--- src/hw/exCore_params.svh ---
// Width macros shared by the EX1 stage
// Register value, address/PC and register ID widths
// Zero-register ID used as "no destination"

`ifndef EX_CORE_PARAMS_SVH
`define EX_CORE_PARAMS_SVH

`define EX_DATA_W	64	// GPR value width
`define EX_ADDR_W	32	// Address and PC width
`define EX_REGID_W	6	// Register ID width

// Writes to this ID are dropped by the register file
`define EX_REG_ZZR	6'h3F

`endif
--- src/hw/exCorePkg.sv ---
// Types for the EX1 stage
// Micro-op opcodes, condition codes, ALU functions, memory opm codes

`default_nettype none

package exCorePkg;

	typedef enum logic [5:0] {
		NOP    = 6'h00,	// Empty slot
		ALU3   = 6'h01,	// Rm = Rs op Rt
		ALUCMP = 6'h02,	// SR.T = Rs cmp Rt
		LEA_MR = 6'h03,	// Rm = address
		MOV_RM = 6'h04,	// Store Rm
		MOV_MR = 6'h05,	// Load into Rm
		MOV_IR = 6'h06,	// Rm = immediate
		BRA    = 6'h07,	// PC-relative branch
		JMP    = 6'h08	// Register jump
	} ucmdT;

	typedef enum logic [1:0] {
		AL = 2'd0,	// Always
		NV = 2'd1,	// Never
		CT = 2'd2,	// If SR.T set
		CF = 2'd3	// If SR.T clear
	} ccT;

	typedef enum logic [2:0] {
		ADD, SUB, AND, OR, XOR, SHL, SHR, SAR
	} aluFnT;

	// ALUCMP reuses the low function codes
	localparam aluFnT CMPEQ = ADD;
	localparam aluFnT CMPGT = SUB;	// Signed
	localparam aluFnT CMPHI = AND;	// Unsigned
	localparam aluFnT TST   = OR;	// AND nonzero

	// {dir[1:0], sign, size[1:0]}
	typedef enum logic [4:0] {
		READY = 5'b00000,
		RD_SB = 5'b01000, RD_SW, RD_SL, RD_SQ,
		RD_UB = 5'b01100, RD_UW, RD_UL, RD_UQ,
		WR_SB = 5'b10000, WR_SW, WR_SL, WR_SQ,
		WR_UB = 5'b10100, WR_UW, WR_UL, WR_UQ
	} memOpmT;

endpackage

`default_nettype wire

--- src/hw/exStageTop.sv ---
// EX1 stage top level
// ALU and AGU side by side, merged by the EX1 combiner

`default_nettype none

`include "exCore_params.svh"

module exStageTop
	import exCorePkg::*;
(
	input  logic                   clock,
	input  logic                   rstN,
	input  logic [7:0]             opUCmd,
	input  logic [7:0]             opUIxt,
	input  logic [`EX_REGID_W-1:0] regIdRs,	// ALU / base
	input  logic [`EX_REGID_W-1:0] regIdRt,	// ALU / index
	input  logic [`EX_REGID_W-1:0] regIdRm,	// Dest or store source
	input  logic [`EX_DATA_W-1:0]  regValRs,
	input  logic [`EX_DATA_W-1:0]  regValRt,
	input  logic [`EX_DATA_W-1:0]  regValRm,
	input  logic [`EX_ADDR_W-1:0]  regValPc,
	input  logic [32:0]            regValImm,
	output logic [`EX_REGID_W-1:0] regIdRn1,
	output logic [`EX_DATA_W-1:0]  regValRn1,
	output logic [`EX_REGID_W-1:0] heldIdRn1,
	output logic [`EX_ADDR_W-1:0]  memAddr,
	output memOpmT                 memOpm,
	output logic [`EX_DATA_W-1:0]  memDataOut,
	output logic                   braValid,
	output logic [`EX_ADDR_W-1:0]  braAddr,
	output logic                   srT
);

	logic [`EX_DATA_W-1:0] aluVal;
	logic                  aluCmpT;
	logic [`EX_ADDR_W-1:0] aguMemAddr;
	logic [`EX_ADDR_W-1:0] aguBraAddr;

	exAlu uAlu (
		.regValRs, .regValRt,
		.aluFn   (aluFnT'(opUIxt[2:0])),
		.aluVal, .aluCmpT
	);

	exAgu uAgu (
		.regValRs, .regValRt,
		.accSize   (opUIxt[5:4]),
		.regValPc, .regValImm,
		.aguMemAddr, .aguBraAddr
	);

	exEx1 uEx1 (
		.clock, .rstN, .opUCmd, .opUIxt, .regIdRm,
		.regValRs, .regValRm, .regValImm,
		.aluVal, .aluCmpT, .aguMemAddr, .aguBraAddr,
		.regIdRn1, .regValRn1, .heldIdRn1,
		.memAddr, .memOpm, .memDataOut,
		.braValid, .braAddr, .srT
	);

endmodule

`default_nettype wire

--- src/hw/exEx1.sv ---
// EX1 combiner
// Predication against SR.T, per-opcode result selection
// SR.T flag register and all registered stage outputs

`default_nettype none

`include "exCore_params.svh"

module exEx1
	import exCorePkg::*;
(
	input  logic                   clock,
	input  logic                   rstN,
	input  logic [7:0]             opUCmd,	// [7:6] cond, [5:0] opcode
	input  logic [7:0]             opUIxt,	// Per-opcode extension
	input  logic [`EX_REGID_W-1:0] regIdRm,
	input  logic [`EX_DATA_W-1:0]  regValRs,
	input  logic [`EX_DATA_W-1:0]  regValRm,
	input  logic [32:0]            regValImm,
	input  logic [`EX_DATA_W-1:0]  aluVal,
	input  logic                   aluCmpT,
	input  logic [`EX_ADDR_W-1:0]  aguMemAddr,
	input  logic [`EX_ADDR_W-1:0]  aguBraAddr,
	output logic [`EX_REGID_W-1:0] regIdRn1,	// Destination ID
	output logic [`EX_DATA_W-1:0]  regValRn1,	// Destination value
	output logic [`EX_REGID_W-1:0] heldIdRn1,	// Load destination
	output logic [`EX_ADDR_W-1:0]  memAddr,
	output memOpmT                 memOpm,
	output logic [`EX_DATA_W-1:0]  memDataOut,
	output logic                   braValid,
	output logic [`EX_ADDR_W-1:0]  braAddr,
	output logic                   srT
);

	logic                   opEnable;
	ucmdT                   opCmd;	// NOP when suppressed
	logic [`EX_REGID_W-1:0] nxtIdRn1;
	logic [`EX_DATA_W-1:0]  nxtValRn1;
	logic [`EX_REGID_W-1:0] nxtHeldId;
	memOpmT                 nxtOpm;
	logic                   nxtBraValid;
	logic [`EX_ADDR_W-1:0]  nxtBraAddr;
	logic                   nxtSrT;

	// Predicate on the T value held before this op
	always_comb begin
		case (ccT'(opUCmd[7:6]))
			AL: opEnable = 1'b1;
			NV: opEnable = 1'b0;
			CT: opEnable = srT;
			CF: opEnable = !srT;
		endcase
		opCmd = opEnable ? ucmdT'(opUCmd[5:0]) : NOP;
	end

	always_comb begin
		nxtIdRn1    = `EX_REG_ZZR;	// No write by default
		nxtValRn1   = '0;
		nxtHeldId   = `EX_REG_ZZR;
		nxtOpm      = READY;
		nxtBraValid = 1'b0;
		nxtBraAddr  = '0;
		nxtSrT      = srT;
		case (opCmd)
			ALU3: begin
				nxtIdRn1  = regIdRm;
				nxtValRn1 = aluVal;
			end
			ALUCMP: begin
				nxtSrT = aluCmpT;
			end
			LEA_MR: begin
				nxtIdRn1  = regIdRm;
				nxtValRn1 = {{(`EX_DATA_W-`EX_ADDR_W){1'b0}}, aguMemAddr};
			end
			MOV_RM: begin
				nxtOpm = memOpmT'({2'b10, opUIxt[3], opUIxt[5:4]});
			end
			MOV_MR: begin
				nxtOpm    = memOpmT'({2'b01, opUIxt[3], opUIxt[5:4]});
				nxtHeldId = regIdRm;	// EX2 completes the load
			end
			MOV_IR: begin
				nxtIdRn1  = regIdRm;
				nxtValRn1 = {{(`EX_DATA_W-33){regValImm[32]}}, regValImm};
			end
			BRA: begin
				nxtBraValid = 1'b1;
				nxtBraAddr  = aguBraAddr;
			end
			JMP: begin
				nxtBraValid = 1'b1;
				nxtBraAddr  = regValRs[`EX_ADDR_W-1:0];
			end
			default: begin
			end
		endcase
	end

	always_ff @(posedge clock) begin
		if (!rstN) begin
			regIdRn1   <= `EX_REG_ZZR;
			regValRn1  <= '0;
			heldIdRn1  <= `EX_REG_ZZR;
			memAddr    <= '0;
			memOpm     <= READY;
			memDataOut <= '0;
			braValid   <= 1'b0;
			braAddr    <= '0;
			srT        <= 1'b0;
		end else begin
			regIdRn1   <= nxtIdRn1;
			regValRn1  <= nxtValRn1;
			heldIdRn1  <= nxtHeldId;
			memAddr    <= aguMemAddr;	// Only meaningful with a live opm
			memOpm     <= nxtOpm;
			memDataOut <= regValRm;	// Store data
			braValid   <= nxtBraValid;
			braAddr    <= nxtBraAddr;
			srT        <= nxtSrT;
		end
	end

endmodule

`default_nettype wire

--- src/hw/exAgu.sv ---
// Combinational address generator for the EX1 stage
// Scaled-index load/store address and PC-relative branch target

`default_nettype none

`include "exCore_params.svh"

module exAgu (
	input  logic [`EX_DATA_W-1:0] regValRs,	// Base
	input  logic [`EX_DATA_W-1:0] regValRt,	// Index
	input  logic [1:0]            accSize,	// Log2 of access bytes
	input  logic [`EX_ADDR_W-1:0] regValPc,
	input  logic [32:0]           regValImm,
	output logic [`EX_ADDR_W-1:0] aguMemAddr,
	output logic [`EX_ADDR_W-1:0] aguBraAddr
);

	logic [`EX_ADDR_W-1:0] idxScaled;
	logic [`EX_DATA_W-1:0] immSext;
	logic [`EX_ADDR_W-1:0] braDisp;

	// Index scaled by the access size
	assign idxScaled  = regValRt[`EX_ADDR_W-1:0] << accSize;
	assign aguMemAddr = regValRs[`EX_ADDR_W-1:0] + idxScaled;

	// Displacement counts 16-bit words
	assign immSext    = {{(`EX_DATA_W-33){regValImm[32]}}, regValImm};
	assign braDisp    = {immSext[`EX_ADDR_W-2:0], 1'b0};
	assign aguBraAddr = regValPc + braDisp;

endmodule

`default_nettype wire

--- src/hw/exAlu.sv ---
// Combinational ALU for the EX1 stage
// ADD/SUB, logic ops, 64-bit shifts and the four compares

`default_nettype none

`include "exCore_params.svh"

module exAlu
	import exCorePkg::*;
(
	input  logic [`EX_DATA_W-1:0] regValRs,	// Source A
	input  logic [`EX_DATA_W-1:0] regValRt,	// Source B
	input  aluFnT                 aluFn,
	output logic [`EX_DATA_W-1:0] aluVal,	// ALU3 result
	output logic                  aluCmpT	// Compare result
);

	logic [5:0]            shAmt;
	logic [`EX_DATA_W-1:0] andVal;

	assign shAmt  = regValRt[5:0];	// Only low 6 bits count
	assign andVal = regValRs & regValRt;	// Shared with TST

	always_comb begin
		case (aluFn)
			ADD: begin
				aluVal = regValRs + regValRt;
			end
			SUB: begin
				aluVal = regValRs - regValRt;
			end
			AND: begin
				aluVal = andVal;
			end
			OR: begin
				aluVal = regValRs | regValRt;
			end
			XOR: begin
				aluVal = regValRs ^ regValRt;
			end
			SHL: begin
				aluVal = regValRs << shAmt;
			end
			SHR: begin
				aluVal = regValRs >> shAmt;	// Zero fill
			end
			SAR: begin
				aluVal = $signed(regValRs) >>> shAmt;	// Sign fill
			end
			default: begin
				aluVal = '0;
			end
		endcase
	end

	// Upper codes have no compare meaning and give 0
	always_comb begin
		case (aluFn)
			CMPEQ: begin
				aluCmpT = (regValRs == regValRt);
			end
			CMPGT: begin
				aluCmpT = ($signed(regValRs) > $signed(regValRt));
			end
			CMPHI: begin
				aluCmpT = (regValRs > regValRt);
			end
			TST: begin
				aluCmpT = (andVal != '0);
			end
			default: begin
				aluCmpT = 1'b0;
			end
		endcase
	end

endmodule

`default_nettype wire

--- config.mk ---
export PLATFORM = sky130hd
export DESIGN_NAME = exStageTop
export DESIGN_NICKNAME = d
export VERILOG_FILES = /design/src/hw/exCorePkg.sv /design/src/hw/exStageTop.sv /design/src/hw/exEx1.sv /design/src/hw/exAgu.sv /design/src/hw/exAlu.sv
export VERILOG_INCLUDE_DIRS = /design/src /design/src/hw
export SDC_FILE = /design/constraint.sdc
export NUM_CORES = 2
export LEC_CHECK = 0
export ABC_AREA = 0
export BUFFER_PORTS_ARGS = -buffer_cell sky130_fd_sc_hd__buf_2
export CORE_MARGIN = 5
export CORE_UTILIZATION = 35
export DETAILED_ROUTE_END_ITERATION = 12
export HOLD_SLACK_MARGIN = 0.02
export PLACE_DENSITY_LB_ADDON = 0.1
export SYNTH_ARGS = -nofsm -noshare
export SYNTH_HDL_FRONTEND = slang
export SYNTH_SLANG_ARGS = --single-unit
--- constraint.sdc ---
create_clock -name clock -period 14.9 [get_ports clock]
set_input_delay 2.98 -clock clock [delete_from_list [all_inputs] [get_ports clock]]
set_output_delay 2.98 -clock clock [all_outputs]
set_load 0.03 [all_outputs]
==> reports/results.tsv <==
metric	value	unit
drive_gt1_frac	0.1871	
multi_input_area	23600	um^2
status	finished, final reports clean	
finalSetupViolCount	0	
dp_hpwl	130.1	mm
drc	0	
r2r_cells	11	
wl_met2	71.47	mm
fmax	129.8	MHz
async_flop_share	0	
synth.top_cells.by_area	dfxtp_1, ha_1, a21oi_1	
drt-total-wl	165.5	mm
grt_pass1_wl	233.1	mm
r2r_start	uEx1.srT$_SDFFE_PN0N_	
nFillCells	9158	
grt_overflow	0	
grt_max_degree	73	
peakVddDrop	80.63	uV
startpoint	regValRt[5]	
maxUsedRoutingLayer	met5	
syn_avg_cell_area	7.386	um^2
skew	37.96	ps
cts_max_path_buffers	3	
reg2reg_to	uEx1.regValRn1[41]$_SDFF_PN0_	
synth_seq_area_share	0.1412	
path_clk_slew	70	ps
worstSetupEndpoint	uEx1.regValRn1[33]$_SDFF_PN0_	
ys_top_cells_by_count	nor2_1, a21oi_1, nand2_1	
crit_fanout	20	
route.layer.met1.wl	65.34	mm
fin_area	33870	um^2
dieHeight	302.4	um
via_per_inst	6.220	
areaGrowthSynthToFinish	13.22	%
finalPower	0.002592	W
coreArea	85010	um^2
cap_violations	0	
cts_setup_buffers	0	
crit_required	15340	ps
cts_tree	built	
final_hold_viol_count	0	
start_util	0.3519	
regArea	4224	um^2
postCtsHoldBufs	0	
wire_per_inst	30.06	um
ant_nets	0	
yosysTopAreaCellShare	0.1412	
yosysWarnings	0	
antenna_found_initial	9	
yosys.cell_types.count	107	
cts_sinks	211	
worstSetupPathType	in2reg	
route.met3.wl	14.69	mm
endpoint_kind	flop	
grt_usage	0.3412	
hold_class	reg2reg	
slew_headroom	0.1035	
fin_nets	4892	
regToRegSetupSlack	10670	ps
fin_crit_sh	0.5171	
vias	34250	
fp-row-count	107	
syn_inst	4051	
ctsResizeCount	0	
arrival	8140	ps
grt_pass1_vias	32490	
leakagePower	14.68	nW
maxSlewViolCount	0	
power-per-cell-area	76.51	nW/um^2
cts_inserted_buffers	26	
worst_pin_slew	1333	ps
ys_ff_latch	211	
gp_congestion	1.057	
synth_edf_count	0	
rsz0062_at_grt	no	
ioPinCount	504	
final.setup.tns	0	ps
htree_levels	1	
min_period	7704	ps
drt_iter0_drc	4150	
port_buffers	489	
synth_nets	4603	
yosys.area.top_type	dfxtp_1	
yosysMostFrequentCell	nor2_1	
clkLatencyLatePin	630	ps
dpl_cell_area	33040	um^2
die_w	302.4	um
cts_root_buf	clkbuf_16	
syn-cell-area	29920	um^2
drt_first_pass_iters	8	
ys.flop_type	dfxtp_1	
critPathLaunchType	input pin	
dieArea	91430	um^2
report_power, final:
| group | leakage (nW) | internal, W | switching (W) |
|---|---|---|---|
| clock | 0.396 | 0.000366 | 0.000287 |
| combinational | 12.6 | 0.000447 | 0.000895 |
| sequential | 1.73 | 0.000591 | 0.00000656 |
| total | 14.7 | 0.00140 | 0.00119 |
worst max-delay path, stage by stage:
cell and delay, ps:
buf_2 100, buf_4 200, inv_1 470, buf_4 430
ha_1 400, nor2_1 340, a211oi_2 100, a31oi_1 280
a31oi_1 170, buf_4 190, nor3_1 620, nor3_1 230
o211a_1 300, xnor2_1 380, nor2_1 90, a311oi_1 620
o21ai_0 180
layout make-up:
type / instances / area share
Timing Repair Buffer: 554 / 0.08725
Inverter: 219 / 0.02434
Tap cell: 1144 / 0.04226
Antenna cell: 5 / 0.0003694
Sequential cell: 211 / 0.1247
Clock inverter: 7 / 0.003103
Clock buffer: 38 / 0.02113
Multi-Input combinational cell: 3328 / 0.6968
logic make-up (layout without fill, tap and decap cells):
group	count (synthesis)	in the layout	synth area share
fa+ha+maj	259	259	0.1093
mux	312	312	0.1471
xor+xnor	160	160	0.04684
compound gates	1355	1355	0.2899
simple gates	1242	1242	0.1934
other cells	0	5	0
buf+inv	512	818	0.07235
flops	211	211	0.1412
flip-flops by register name (all words and copies together), names as in the netlist:
signal / cells
uEx1.braAddr: 32
uEx1.braValid: 1
uEx1.heldIdRn1: 6
uEx1.memAddr: 32
uEx1.memDataOut: 64
uEx1.memOpm: 5
uEx1.regIdRn1: 6
uEx1.regValRn1: 64
uEx1.srT: 1
metal layers:
metal	track usage	up-vias
met5	0.008995	-
met4	0.2285	6
met3	0.05555	454
met2	0.5289	1946
met1	0.4362	16450
li1	-	15390
cell usage in the layout (no fill, tap or decap), types with 54 or more instances in the layout:
cell,count
a211oi_1,61
ha_1,255
o22ai_1,64
nand2_1,275
dfxtp_1,211
xnor2_1,131
mux4_2,97
and2_1,109
o21ai_0,257
buf_2,484
buf_4,68
mux2i_1,167
nor2_1,512
inv_1,207
a21o_1,61
a21oi_1,455
nor3_1,66
nand3_1,54
metrics by stage:
stage	utilization	worst slack (ps)	cells	hold WS, ps
3_5_place_dp	0.3886	6678	5456	886.2
2_1_floorplan	-	7933	4051	690.0
3_3_place_gp	0.3886	6646	5456	904.1
6_report	0.3984	7196	5506	946.5
4_1_cts	0.3983	7324	5501	898.4
5_1_grt	0.3983	6914	5502	934.9
how the worst min path moves through the flow:
stage | startpoint | endpoint | slack [ps] | cells after the start
4_1_cts | uEx1.srT$_SDFFE_PN0N_ | uEx1.srT$_SDFFE_PN0N_ | 900 | 2
6_report | uEx1.srT$_SDFFE_PN0N_ | uEx1.memOpm[4]$_SDFF_PN0_ | 950 | 4
5_1_grt | uEx1.srT$_SDFFE_PN0N_ | uEx1.srT$_SDFFE_PN0N_ | 930 | 2
3_3_place_gp | uEx1.srT$_SDFFE_PN0N_ | uEx1.srT$_SDFFE_PN0N_ | 900 | 2
3_5_place_dp | uEx1.srT$_SDFFE_PN0N_ | uEx1.srT$_SDFFE_PN0N_ | 890 | 2
2_1_floorplan | uEx1.srT$_SDFFE_PN0N_ | uEx1.srT$_SDFFE_PN0N_ | 690 | 2
Power figures use the tool's default switching activity.
